$ cat config.mk
export PLATFORM = sky130hd
export DESIGN_NAME = led_pwm_top
export DESIGN_NICKNAME = d
export VERILOG_FILES = /design/src/hw/led_pkg.sv /design/src/hw/led_wb_regs.sv /design/src/hw/color_sequencer.sv /design/src/hw/pwm_bank.sv /design/src/hw/led_pwm_top.sv
export SDC_FILE = /design/constraint.sdc
export NUM_CORES = 1
export LEC_CHECK = 0
export BUFFER_PORTS_ARGS = -buffer_cell sky130_fd_sc_hd__buf_2
export CAP_MARGIN = 20
export CORE_ASPECT_RATIO = 1.75
export CORE_MARGIN = 10
export CORE_UTILIZATION = 45
export CTS_BUF_LIST = sky130_fd_sc_hd__clkbuf_4
export DETAILED_ROUTE_END_ITERATION = 6
export GPL_TIMING_DRIVEN = 0
export PLACE_DENSITY = 0.76
export REMOVE_ABC_BUFFERS = 1
export SYNTH_ARGS = -nofsm -noshare
export SYNTH_HDL_FRONTEND = slang
export SYNTH_SLANG_ARGS = --single-unit
$ cat constraint.sdc
create_clock -name clk -period 5.4 [get_ports clk]
set_clock_uncertainty 0.05 [all_clocks]
set_input_delay 1.08 -clock clk [delete_from_list [all_inputs] [get_ports clk]]
set_output_delay 1.08 -clock clk [all_outputs]
set_load 0.02 [all_outputs]
$ cat src/hw/led_pkg.sv
// --------------------------------------------------------------------------
// LED color engine package
// Widths, Wishbone register map, mode and phase enums, shared structs
// --------------------------------------------------------------------------

package led_pkg;

  // Datapath widths
  localparam int DUTY_W   = 8;   // One color duty, also the PWM counter
  localparam int POS_W    = 10;  // Phase (2) plus ramp (8)
  localparam int RATE_W   = 8;   // Step prescaler divider
  localparam int WB_ADR_W = 2;   // Word address
  localparam int WB_DAT_W = 32;

  // Register map, word addresses
  localparam logic [WB_ADR_W-1:0] ADR_CTRL   = 2'd0;
  localparam logic [WB_ADR_W-1:0] ADR_COLOR  = 2'd1;
  localparam logic [WB_ADR_W-1:0] ADR_STATUS = 2'd2;  // Read only

  // Value 3 is legal in the register and behaves as off
  typedef enum logic [1:0] {
    MODE_OFF    = 2'd0,
    MODE_MANUAL = 2'd1,
    MODE_CYCLE  = 2'd2
  } led_mode_e;

  // Four quarters of the hue wheel
  typedef enum logic [1:0] {
    PH_RED_UP     = 2'd0,
    PH_GREEN_UP   = 2'd1,
    PH_RED_DOWN   = 2'd2,
    PH_GREEN_DOWN = 2'd3
  } hue_phase_e;

  typedef struct packed {
    logic [DUTY_W-1:0] r;
    logic [DUTY_W-1:0] g;
    logic [DUTY_W-1:0] b;
  } rgb_duty_t;

  // Master side of Wishbone classic
  typedef struct packed {
    logic                cyc;
    logic                stb;
    logic                we;
    logic [WB_ADR_W-1:0] adr;
    logic [WB_DAT_W-1:0] dat;
  } wb_req_t;

  // Slave side
  typedef struct packed {
    logic                ack;
    logic [WB_DAT_W-1:0] dat;
  } wb_rsp_t;

  typedef struct packed {
    led_mode_e         mode;
    logic [RATE_W-1:0] rate_div;  // Periods per step, minus one
    rgb_duty_t         manual;
  } led_ctrl_t;

  typedef struct packed {
    hue_phase_e        phase;
    logic [DUTY_W-1:0] ramp;
  } seq_status_t;

endpackage

$ cat src/hw/led_wb_regs.sv
// --------------------------------------------------------------------------
// LED register block
// Wishbone classic slave holding CTRL and COLOR, with live STATUS readback
// Single-cycle ack, no wait states
// --------------------------------------------------------------------------

`timescale 1ns/1ps

module led_wb_regs (
  input  logic                 clk,
  input  logic                 reset,
  input  led_pkg::wb_req_t     wb_req,
  output led_pkg::wb_rsp_t     wb_rsp,
  output led_pkg::led_ctrl_t   ctrl,
  input  led_pkg::seq_status_t status
);

  import led_pkg::*;

  logic                req;      // Accepted transfer this cycle
  logic                ack_q;
  logic [WB_DAT_W-1:0] rdata_d;  // Read mux output
  logic [WB_DAT_W-1:0] rdata_q;

  // Request seen and no ack last cycle
  // Keeps ack to one cycle even if stb lingers
  assign req = wb_req.cyc & wb_req.stb & ~ack_q;

  // Read mux, undefined bits stay zero
  always_comb begin
    rdata_d = '0;
    case (wb_req.adr)
      ADR_CTRL: begin
        rdata_d[1:0]  = ctrl.mode;      // Raw 2 bits, 3 reads back as 3
        rdata_d[15:8] = ctrl.rate_div;
      end
      ADR_COLOR: begin
        rdata_d[7:0]   = ctrl.manual.r;
        rdata_d[15:8]  = ctrl.manual.g;
        rdata_d[23:16] = ctrl.manual.b;
      end
      ADR_STATUS: begin
        rdata_d[7:0] = status.ramp;     // Sampled live
        rdata_d[9:8] = status.phase;
      end
      default: ;                        // Address 3 reads zero
    endcase
  end

  // Control registers and ack
  always_ff @(posedge clk) begin
    if (reset) begin
      ctrl  <= '0;        // Off, no divide, black
      ack_q <= 1'b0;
    end else begin
      ack_q <= req;
      if (req && wb_req.we) begin
        // Whole-register writes, no byte selects
        case (wb_req.adr)
          ADR_CTRL: begin
            ctrl.mode     <= led_mode_e'(wb_req.dat[1:0]);
            ctrl.rate_div <= wb_req.dat[15:8];
          end
          ADR_COLOR: begin
            ctrl.manual.r <= wb_req.dat[7:0];
            ctrl.manual.g <= wb_req.dat[15:8];
            ctrl.manual.b <= wb_req.dat[23:16];
          end
          default: ;      // STATUS and address 3 ignore writes
        endcase
      end
    end
  end

  // Read data captured with the ack edge
  always_ff @(posedge clk) begin
    if (req && !wb_req.we) begin
      rdata_q <= rdata_d;
    end
  end

  assign wb_rsp.ack = ack_q;
  assign wb_rsp.dat = rdata_q;  // Valid while ack is high

endmodule

$ cat src/hw/color_sequencer.sv
// --------------------------------------------------------------------------
// Color sequencer
// Steps a phase/ramp position once every rate_div+1 PWM periods and maps it
// onto the hue wheel, or passes the manual color through
// --------------------------------------------------------------------------

`timescale 1ns/1ps

module color_sequencer (
  input  logic                 clk,
  input  logic                 reset,
  input  led_pkg::led_ctrl_t   ctrl,
  input  logic                 period_end,
  output led_pkg::seq_status_t status,
  output led_pkg::rgb_duty_t   duty
);

  import led_pkg::*;

  logic              cycle_on;  // Sequencer running
  logic              step;      // Advance position this cycle
  logic [RATE_W-1:0] presc_q;   // Counts period_end pulses
  logic [POS_W-1:0]  pos_q;     // {phase, ramp}
  hue_phase_e        phase;
  logic [DUTY_W-1:0] ramp;
  rgb_duty_t         hue;       // Table output

  assign cycle_on = (ctrl.mode == MODE_CYCLE);

  // >= so a lowered divider never strands the prescaler
  assign step = period_end && (presc_q >= ctrl.rate_div);

  // Prescaler and position, both held clear outside cycle mode
  always_ff @(posedge clk) begin
    if (reset || !cycle_on) begin
      presc_q <= '0;
      pos_q   <= '0;
    end else if (period_end) begin
      if (step) begin
        presc_q <= '0;
        pos_q   <= pos_q + 1'b1;  // Wraps after four phases
      end else begin
        presc_q <= presc_q + 1'b1;
      end
    end
  end

  assign phase = hue_phase_e'(pos_q[POS_W-1:DUTY_W]);
  assign ramp  = pos_q[DUTY_W-1:0];

  // Hue wheel, ~ramp is 255 minus ramp
  always_comb begin
    case (phase)
      PH_RED_UP: begin      // Blue fades into red
        hue.r = ramp;
        hue.g = '0;
        hue.b = ~ramp;
      end
      PH_GREEN_UP: begin    // Red to yellow
        hue.r = '1;
        hue.g = ramp;
        hue.b = '0;
      end
      PH_RED_DOWN: begin    // Yellow to green
        hue.r = ~ramp;
        hue.g = '1;
        hue.b = '0;
      end
      default: begin        // PH_GREEN_DOWN, green to blue
        hue.r = '0;
        hue.g = ~ramp;
        hue.b = ramp;
      end
    endcase
  end

  // Mode select
  always_comb begin
    case (ctrl.mode)
      MODE_MANUAL: duty = ctrl.manual;
      MODE_CYCLE:  duty = hue;
      default:     duty = '0;  // Off, and the unnamed value 3
    endcase
  end

  assign status.phase = phase;
  assign status.ramp  = ramp;

endmodule

$ cat src/hw/pwm_bank.sv
// --------------------------------------------------------------------------
// PWM bank
// Shared 8-bit counter with three registered comparators
// --------------------------------------------------------------------------

`timescale 1ns/1ps

module pwm_bank (
  input  logic               clk,
  input  logic               reset,
  input  led_pkg::rgb_duty_t duty,
  output logic               period_end,
  output logic               led_r,
  output logic               led_g,
  output logic               led_b
);

  import led_pkg::*;

  logic [DUTY_W-1:0] cnt_q;   // Free running, 256 states
  rgb_duty_t         duty_q;  // Duty for the current period

  assign period_end = (cnt_q == '1);  // Last state, 255

  always_ff @(posedge clk) begin
    if (reset) begin
      cnt_q  <= '0;
      duty_q <= '0;
      led_r  <= 1'b0;
      led_g  <= 1'b0;
      led_b  <= 1'b0;
    end else begin
      cnt_q <= cnt_q + 1'b1;
      // Latch only on the wrap so a pulse is never cut short
      if (period_end) begin
        duty_q <= duty;
      end
      // High for exactly duty counts of every 256
      led_r <= (cnt_q < duty_q.r);
      led_g <= (cnt_q < duty_q.g);
      led_b <= (cnt_q < duty_q.b);
    end
  end

endmodule

$ cat src/hw/led_pwm_top.sv
// --------------------------------------------------------------------------
// RGB LED color engine top
// Wishbone register block, color sequencer and PWM bank
// --------------------------------------------------------------------------

`timescale 1ns/1ps

module led_pwm_top (
  input  logic             clk,
  input  logic             reset,
  input  led_pkg::wb_req_t wb_req,
  output led_pkg::wb_rsp_t wb_rsp,
  output logic             led_r,   // To the LED current driver
  output logic             led_g,
  output logic             led_b
);

  import led_pkg::*;

  led_ctrl_t   ctrl;        // Registered mode, divider, manual color
  seq_status_t status;      // Live position for STATUS reads
  rgb_duty_t   duty;        // Requested duty, combinational
  logic        period_end;  // PWM wrap strobe

  led_wb_regs led_wb_regs_inst (
    .clk    (clk),
    .reset  (reset),
    .wb_req (wb_req),
    .wb_rsp (wb_rsp),
    .ctrl   (ctrl),
    .status (status)
  );

  color_sequencer color_sequencer_inst (
    .clk        (clk),
    .reset      (reset),
    .ctrl       (ctrl),
    .period_end (period_end),
    .status     (status),
    .duty       (duty)
  );

  pwm_bank pwm_bank_inst (
    .clk        (clk),
    .reset      (reset),
    .duty       (duty),
    .period_end (period_end),
    .led_r      (led_r),
    .led_g      (led_g),
    .led_b      (led_b)
  );

endmodule

======== Yosys cells after proc, flatten, opt, wreduce, memory -nomap -nowiden ========
Cells that the tools add are included.
word-level totals
  logic and storage cells ................. 53
  bits in latches ......................... 0
  bits in registers ....................... 112
  RAM bits ................................ 0
  ROM bits ................................ 0
  bits of input ports ..................... 39
  memories ................................ 0
  output and inout bits ................... 36
operators by class
  eq/ne operators ......................... 7
  multiplexer cells ....................... 7
  multipliers ............................. 0
  $add $sub $neg .......................... 3
  bitwise operators ....................... 4
  magnitude comparators ................... 4
  shift operators ......................... 0
  reductions and logical operators ........ 11
  divide/modulo/power cells ............... 0
operators with widths
  operator               number
  $pmux 24 s3            1
  $pmux 24 s2            1
  $lt 8x8->1             3
  $pmux 6 s2             2
  $add 8x1->8 const B    2
  $pmux 2 s3             2
  $add 10x1->10 const B  1
  $eq 8x8->1 const B     1
  $ge 8x8->1             1
  $mux 8                 1
  $not 8->8              1
  $eq 2x1->1 const B     3
  $eq 2x2->1 const B     3
  $reduce_and 2->1       3
  $logic_not 2->1        2
  $logic_and 1x1->1      3
  $and 1x1->1            2
  $logic_not 1->1        2
  $logic_or 1x1->1       1
  $not 1->1              1

======== Logic depth before layout (Yosys ltp) ========
Gate-level depths: netlist (run 1).
  depth after elaboration ................. 4
  mapped depth ............................ 8
  gate-level depth less buffers ........... 7

======== By module ========
A second synthesis (run 1) with hierarchy kept.
unflattened totals
  cells, all modules ...................... 665
  area, all modules ....................... 6354.8 um^2
by module, submodules not included
  module           times used  cells each  area an instance (um^2)  seq. area each (um^2)
  led_wb_regs      1           224         2661.3                   1421.4
  pwm_bank         1           207         2000.7                   700.7
  color_sequencer  1           234         1692.9                   360.3

======== Worst setup path before layout (run 1) ========
OpenSTA, ideal clock, no wires.
  path kind ............................... input to register
  start point ............................. in wb_req[36] (netlist bit)
  end point ............................... reg led_wb_regs_inst.rdata_q[0] (enable)
  library setup time ...................... 405 ps
  data arrival time ....................... 2439 ps
  buffers on the path ..................... 0
  cell stages on the path ................. 3
  slack ................................... 2506 ps
  required time ........................... 4945 ps
  cells stage by stage .................... nand2_1 > or2_2 > nor2_1
between the ends
  longest elaborated chain between the ends .. 3
RTL lines
  what                      RTL line           source
  from (decl)               led_pwm_top.sv:11  input led_pkg::wb_req_t wb_req,
  $and 1x1->1 (2 in a row)  led_wb_regs.sv:27  assign req = wb_req.cyc & wb_req.stb & ~ack_q;
  $logic_and 1x1->1         led_wb_regs.sv:77  if (req && !wb_req.we) begin
  to (signal assigned)      led_wb_regs.sv:78  rdata_q <= rdata_d;
  to (decl)                 led_wb_regs.sv:23  logic [WB_DAT_W-1:0] rdata_q;
No other way between the ends.
A chain may end at the register's enable or synchronous reset.

======== Worst setup path in the final report (run 1) ========
  start point ............................. in wb_req[33] (netlist bit)
  end point ............................... reg led_wb_regs_inst.ctrl[14] (netlist name)
between the ends
  longest elaborated chain between the ends .. 2
RTL lines
  what                               RTL line           source
  $eq 2x1->1                         led_wb_regs.sv:59  case (wb_req.adr)
  $reduce_and 2->1 (no source line)  -
No other way between the ends.

==> flow_metrics.env, run 1 <==
export IMPL_place_ws_ns=1.70
export IMPL_htree_num_levels=3
export IMPL_hold_buffers=0
export IMPL_max_vdd_ir_drop_mv=0.203
export IMPL_power_density_mw_per_mm2=220
export IMPL_drv_slew=0
export IMPL_reg2reg_from="pwm_bank_inst.cnt_q[0]"
export IMPL_synthTopCellsByArea="dfxtp_1, edfxtp_1, ha_1, nand2_1, a22oi_1"
export IMPL_clk_pin_slew_ns=0.18
export IMPL_relSlewSlack_pct=27.7
export IMPL_synth_seq_cells=112
export IMPL_post_route_period_util_pct=59.7
export IMPL_crit_buf_inv=2
export IMPL_p_total_mw=1.37
export IMPL_avgSynthCellArea_um2=8.96
export IMPL_gr_usage_all_layers_pct=16.0
export IMPL_cpLargestDelayFamily="simple AND/OR/NAND/NOR gates"
export IMPL_hold_violations=0
export IMPL_synth_edf_count=24
export IMPL_fp_dieW_um=106
export IMPL_numPortBuffers=58
export IMPL_post_cts_setup_buffers=0
export IMPL_cts_sinks=112
export IMPL_worstHoldStart="led_wb_regs_inst.ctrl[1]"
export IMPL_die_y_um=170
export IMPL_overflow=0
export IMPL_fin_nets=743
export IMPL_rr_worst_depth=6
export IMPL_wl_um=14200
export IMPL_worst_slew_pin_slew_ns=1.08
export IMPL_drt_antenna_violating_nets=0
export IMPL_post_cts_resized=0
export IMPL_crit_arrival_ns=3.54
export IMPL_slowest_stage="nand3_1"
export IMPL_critPathMaxFanout=26
export IMPL_dr_pass1_iters=5
export IMPL_r2r_slack_ns=2.77
export IMPL_cts_buffer_depth=2
export IMPL_std_cell_rows=54
export IMPL_holdWs_ns=0.441
export IMPL_yosys_cell_count_top_type="nand2_1"
export IMPL_ys_types=48
export IMPL_whs_path_depth=2
export IMPL_hpwl_um=10500
export IMPL_tritoncts="yes"
export IMPL_path_class="in -> reg"
export IMPL_synthesis_area_mm2=0.00578
export IMPL_grt_pass1_wl_um=23500
export IMPL_viasPerCell=5.54
export IMPL_grt_pass1_vias=4836
export IMPL_drv_cap=0
export IMPL_r2r_end="pwm_bank_inst.duty_q[5]"
export IMPL_drc_errors=0
export IMPL_pin_count=75
export IMPL_clock_root_buffer="clkbuf_4"
export IMPL_drt_iter0_drc=346
export IMPL_rsz0062_at_grt="false"
export IMPL_initial_core_util_pct=46.2
export IMPL_via_count=4654
export IMPL_crit_path_end_kind="flop"
export IMPL_yosysTopAreaCellShare_pct=30.5
export IMPL_synth_common_cells="nand2_1, dfxtp_1, nor2_1"
export IMPL_fmax_mhz=310
export IMPL_die_area_mm2=0.0180
export IMPL_status="finished, final reports clean"
export IMPL_routedWlPerCell_um=16.9
export IMPL_worst_ep_required_time_ns=5.71
export IMPL_path_cells="buf_2 -> inv_1 -> ha_1 -> nand3_1 -> nand2_1 -> a21oi_1"
export IMPL_yosysSeqAreaShare_pct=43.0
export IMPL_min_to="led_wb_regs_inst.ctrl[1]"
export IMPL_yosys_most_used_dff="dfxtp_1"
export IMPL_timing_final_ws_setup_ns=2.17
export IMPL_ys_warn_count=0
export IMPL_antenna_found_initial=1
export IMPL_syn2layout_area_growth_pct=7.38
export IMPL_period_needed_ns=3.23
export IMPL_cts_buffers=9
export IMPL_critical_path_max_stage_delay_ns=1.02
export IMPL_worst_hold_path_type="reg -> reg"
export IMPL_start_kind="input pin"
export IMPL_final_setup_tns_ns=0
export IMPL_final_util_pct=49.6
export IMPL_postSynthCellCount=645
export IMPL_clk_latency_ns=0.47
export IMPL_async_flop_share_pct=0
export IMPL_leakagePower_nw=2.29
export IMPL_synth_area_leader_cell="dfxtp_1"
export IMPL_setup_viol=0
export IMPL_fp_coreArea_mm2=0.0125
export IMPL_gp_congestion=0.934
export IMPL_grt_start_max_net_pins=42
export IMPL_final_layout_size_suffix_gt1_share_pct=13.0
## cells by family after synthesis
family,Yosys count,share of synthesized area [%]
compound gates,155,19.1
mux,15,2.60
other cells,1,0.0649
simple gates,213,17.1
fa+ha+maj,38,8.23
flops,112,43.0
xor+xnor,19,2.88
buf+inv,92,7.04
## registers in the layout, indices dropped and copies added, names as in the netlist
name	cells
color_sequencer_inst.presc_q	8
color_sequencer_inst.status	10
led_wb_regs_inst.ack_q	1
led_wb_regs_inst.ctrl	34
led_wb_regs_inst.rdata_q	24
pwm_bank_inst.cnt_q	8
pwm_bank_inst.duty_q	24
pwm_bank_inst.led_b	1
pwm_bank_inst.led_g	1
pwm_bank_inst.led_r	1
## worst max-delay path by stage
stage / from / endpoint / depth (start not counted)
after floorplan: wb_req[36] / led_wb_regs_inst.rdata_q[0] / 3
after global placement: wb_req[33] / led_wb_regs_inst.ctrl[21] / 6
after detailed placement: wb_req[33] / led_wb_regs_inst.ctrl[19] / 6
after CTS: wb_req[33] / led_wb_regs_inst.ctrl[19] / 6
after global routing: wb_req[33] / led_wb_regs_inst.ctrl[11] / 6
final: wb_req[33] / led_wb_regs_inst.ctrl[14] / 6
## layout by cell type, fill, tap and decap left out, types with 22 or more instances in the layout
| cell type | Yosys | layout |
|---|---|---|
| nand2_1 | 89 | 89 |
| dfxtp_1 | 88 | 88 |
| buf_2 | 7 | 58 |
| nor2_1 | 51 | 50 |
| ha_1 | 38 | 38 |
| inv_1 | 35 | 35 |
| a21oi_1 | 34 | 34 |
| a22oi_1 | 30 | 30 |
| edfxtp_1 | 24 | 24 |
| a22o_1 | 22 | 22 |
## layer usage
layer | track usage, % | vias up | part of all wire, %
met5 | 0 | - | 0
met4 | 8.40 | 0 | 3.5
met3 | 2.27 | 28 | 3.9
met2 | 29.9 | 138 | 54
met1 | 16.6 | 2215 | 38
li1 | - | 2273 | -
## per-stage QoR
stage | cell area (µm²) | cells
final | 6210 | 840
after global routing | 6210 | 840
after global placement | 6030 | 821
after detailed placement | 6080 | 823
after CTS | 6200 | 839
after floorplan | 5530 | 595
## report_power, final
| part | switching, mW | internal [mW] | leakage, nW |
|---|---|---|---|
| Sequential | 0.00895 | 0.866 | 0.915 |
| Clock | 0.294 | 0.0998 | 0.0633 |
| Combinational | 0.0600 | 0.0371 | 1.31 |
| Total | 0.363 | 1.00 | 2.29 |
## cell type report
class | count | area [µm²]
fillers | 1170 | 6290
multi-input cells | 448 | 2920
flip-flops and latches | 112 | 2480
repair buffers | 60 | 338
well taps | 168 | 210
inverters | 35 | 131
clock buffers | 9 | 67.6
clock inverters | 7 | 55.1
diodes | 1 | 2.50
## worst register-to-register path, delay by kind of cell (launching register included)
kind	cells	cell delay, ns
DFF	1	0.50
adders and majority gates	1	0.29
AOI/OAI and AO/OA	1	0.15
and+or+nand+nor	4	1.60
Power figures use the tool's default switching activity.
==> run 2, diff against run 1 <==
--- a/config.mk
+++ b/config.mk
@@ -13,7 +13,7 @@
 export CTS_BUF_LIST = sky130_fd_sc_hd__clkbuf_4
 export DETAILED_ROUTE_END_ITERATION = 6
 export GPL_TIMING_DRIVEN = 0
-export PLACE_DENSITY = 0.76
+export PLACE_DENSITY = 0.78
 export REMOVE_ABC_BUFFERS = 1
 export SYNTH_ARGS = -nofsm -noshare
 export SYNTH_HDL_FRONTEND = slang
==> constraint.sdc (replaced) <==
create_clock -name clk -period 2.8 [get_ports clk]
set_clock_uncertainty 0.05 [all_clocks]
set_input_delay 0.56 -clock clk [delete_from_list [all_inputs] [get_ports clk]]
set_output_delay 0.56 -clock clk [all_outputs]
set_load 0.02 [all_outputs]
==> flow_metrics.env, run 2 (synthesized netlist as in run 1, its figures left out) <==
export IMPL_status="finished, final reports clean"
export IMPL_max_vdd_ir_drop_mv=0.328
export IMPL_final_layout_size_suffix_gt1_share_pct=13.1
export IMPL_clock_root_buffer="clkbuf_4"
export IMPL_path_cells="ha_1 -> nand3_2 -> or2_1 -> nor2_4 -> a22oi_1 -> nor2_1"
export IMPL_setup_viol=0
export IMPL_leakagePower_nw=2.30
export IMPL_p_total_mw=2.71
export IMPL_fmax_mhz=387
export IMPL_layout_commonest_cell="nand2_1"
export IMPL_dr_pass1_iters=6
export IMPL_gp_congestion=0.819
export IMPL_fp_coreArea_mm2=0.0125
export IMPL_gr_usage_all_layers_pct=15.8
export IMPL_final_cell_mix="nand2_1, dfxtp_1, buf_2"
export IMPL_path_class="reg -> reg"
export IMPL_slowest_stage="or2_1"
export IMPL_fin_nets=743
export IMPL_via_count=4708
export IMPL_grt_start_max_net_pins=40
export IMPL_dp_cells=823
export IMPL_critical_path_max_stage_delay_ns=0.61
export IMPL_crit_buf_inv=0
export IMPL_instances_no_fill=840
export IMPL_drv_cap=0
export IMPL_std_cell_rows=54
export IMPL_drc_errors=0
export IMPL_fp_dieW_um=106
export IMPL_worst_ep_required_time_ns=3.18
export IMPL_antenna_found_initial=1
export IMPL_holdWs_ns=0.234
export IMPL_critPathMaxFanout=25
export IMPL_rsz0062_at_grt="false"
export IMPL_overflow=0
export IMPL_cts_buffer_depth=2
export IMPL_initial_core_util_pct=46.2
export IMPL_htree_num_levels=3
export IMPL_worst_slew_pin_slew_ns=1.07
export IMPL_cts_sinks=112
export IMPL_die_y_um=170
export IMPL_drv_slew=0
export IMPL_syn2layout_area_growth_pct=7.88
export IMPL_hpwl_um=10600
export IMPL_hold_violations=0
export IMPL_clk_latency_ns=0.48
export IMPL_tritoncts="yes"
export IMPL_grt_pass1_wl_um=23200
export IMPL_period_needed_ns=2.58
export IMPL_drt_iter0_drc=322
export IMPL_cts_buffers=9
export IMPL_routedWlPerCell_um=16.9
export IMPL_die_area_mm2=0.0180
export IMPL_worst_hold_path_type="in -> reg"
export IMPL_place_ws_ns=-0.486
export IMPL_post_route_period_util_pct=92.2
export IMPL_numPortBuffers=58
export IMPL_power_density_mw_per_mm2=435
export IMPL_timing_final_ws_setup_ns=0.218
export IMPL_viasPerCell=5.60
export IMPL_start_kind="flop"
export IMPL_clk_pin_slew_ns=0.17
export IMPL_largest_reg_flops=34
export IMPL_final_setup_tns_ns=0
export IMPL_top_regs="led_wb_regs_inst.ctrl x34, led_wb_regs_inst.rdata_q x24, pwm_bank_inst.duty_q x24"
export IMPL_pin_count=75
export IMPL_relSlewSlack_pct=28.9
export IMPL_wl_um=14200
export IMPL_crit_path_end_kind="flop"
export IMPL_crit_arrival_ns=2.96
export IMPL_grt_pass1_vias=4784
export IMPL_drt_antenna_violating_nets=0
export IMPL_top_register="led_wb_regs_inst.ctrl"
export IMPL_cpLargestDelayFamily="simple AND/OR/NAND/NOR gates"
run 2: cell types whose count changed in the layout (fill, tap and decap cells not counted), sizes merged:
cell and delta:
bufinv +1, inv -1, clkinvlp -2, clkinv +2
run 2: per-layer routing:
layer | GRT usage (%) | share of wire (%) | vias up | wire (µm)
met5 | 0 | 0 | - | 0
met4 | 9.11 | 3.9 | 0 | 556
met3 | 2.53 | 3.8 | 32 | 544
met2 | 29.8 | 55 | 143 | 7780
met1 | 15.9 | 38 | 2260 | 5330
li1 | - | - | 2273 | -
run 2: worst register-to-register path: stages, from the launching register on:
cell     delay [ns]
dfxtp_1        0.48
ha_1           0.28
nand3_2        0.19
or2_1          0.61
nor2_4         0.62
a22oi_1        0.15
nor2_1         0.14
run 2: worst paths after layout:
check | cells past startpoint | slack [ns] | start | end
hold reg to reg | 2 | 0.44 | led_wb_regs_inst.ctrl[18] | led_wb_regs_inst.ctrl[18]
setup reg to reg | 6 | 0.22 | pwm_bank_inst.cnt_q[1] | pwm_bank_inst.duty_q[6]
hold / removal | 3 | 0.23 | wb_req[20] | led_wb_regs_inst.ctrl[4]
setup / recovery | 6 | 0.22 | pwm_bank_inst.cnt_q[1] | pwm_bank_inst.duty_q[6]
run 2: layout make-up:
cell class              instances  area (µm²)
fillers                      1172        6260
multi-input cells             448        2920
flip-flops and latches        112        2480
repair buffers                 60         338
well taps                     168         210
inverters                      35         131
clock inverters                 7        78.8
clock buffers                   9        67.6
diodes                          1        2.50
run 2: power by group:
part	internal (mW)	total [mW]	switching (mW)
Clock	0.283	0.835	0.552
Combinational	0.0720	0.191	0.119
Sequential	1.67	1.69	0.0171
run 2: what timing repair did:
action	4_1_cts	5_1_grt
resized for setup	0	1
buffers inserted	0	0
endpoints found under the setup margin	0	24
endpoints found under the hold margin	0	0
hold buffers	0	0
run 2: metrics by stage:
step                      util, %  instance area (µm²)
after floorplan                 -                 5530
after global placement       48.2                 6030
after detailed placement     48.6                 6080
after CTS                    49.8                 6230
after global routing         49.9                 6230
final                        49.9                 6230
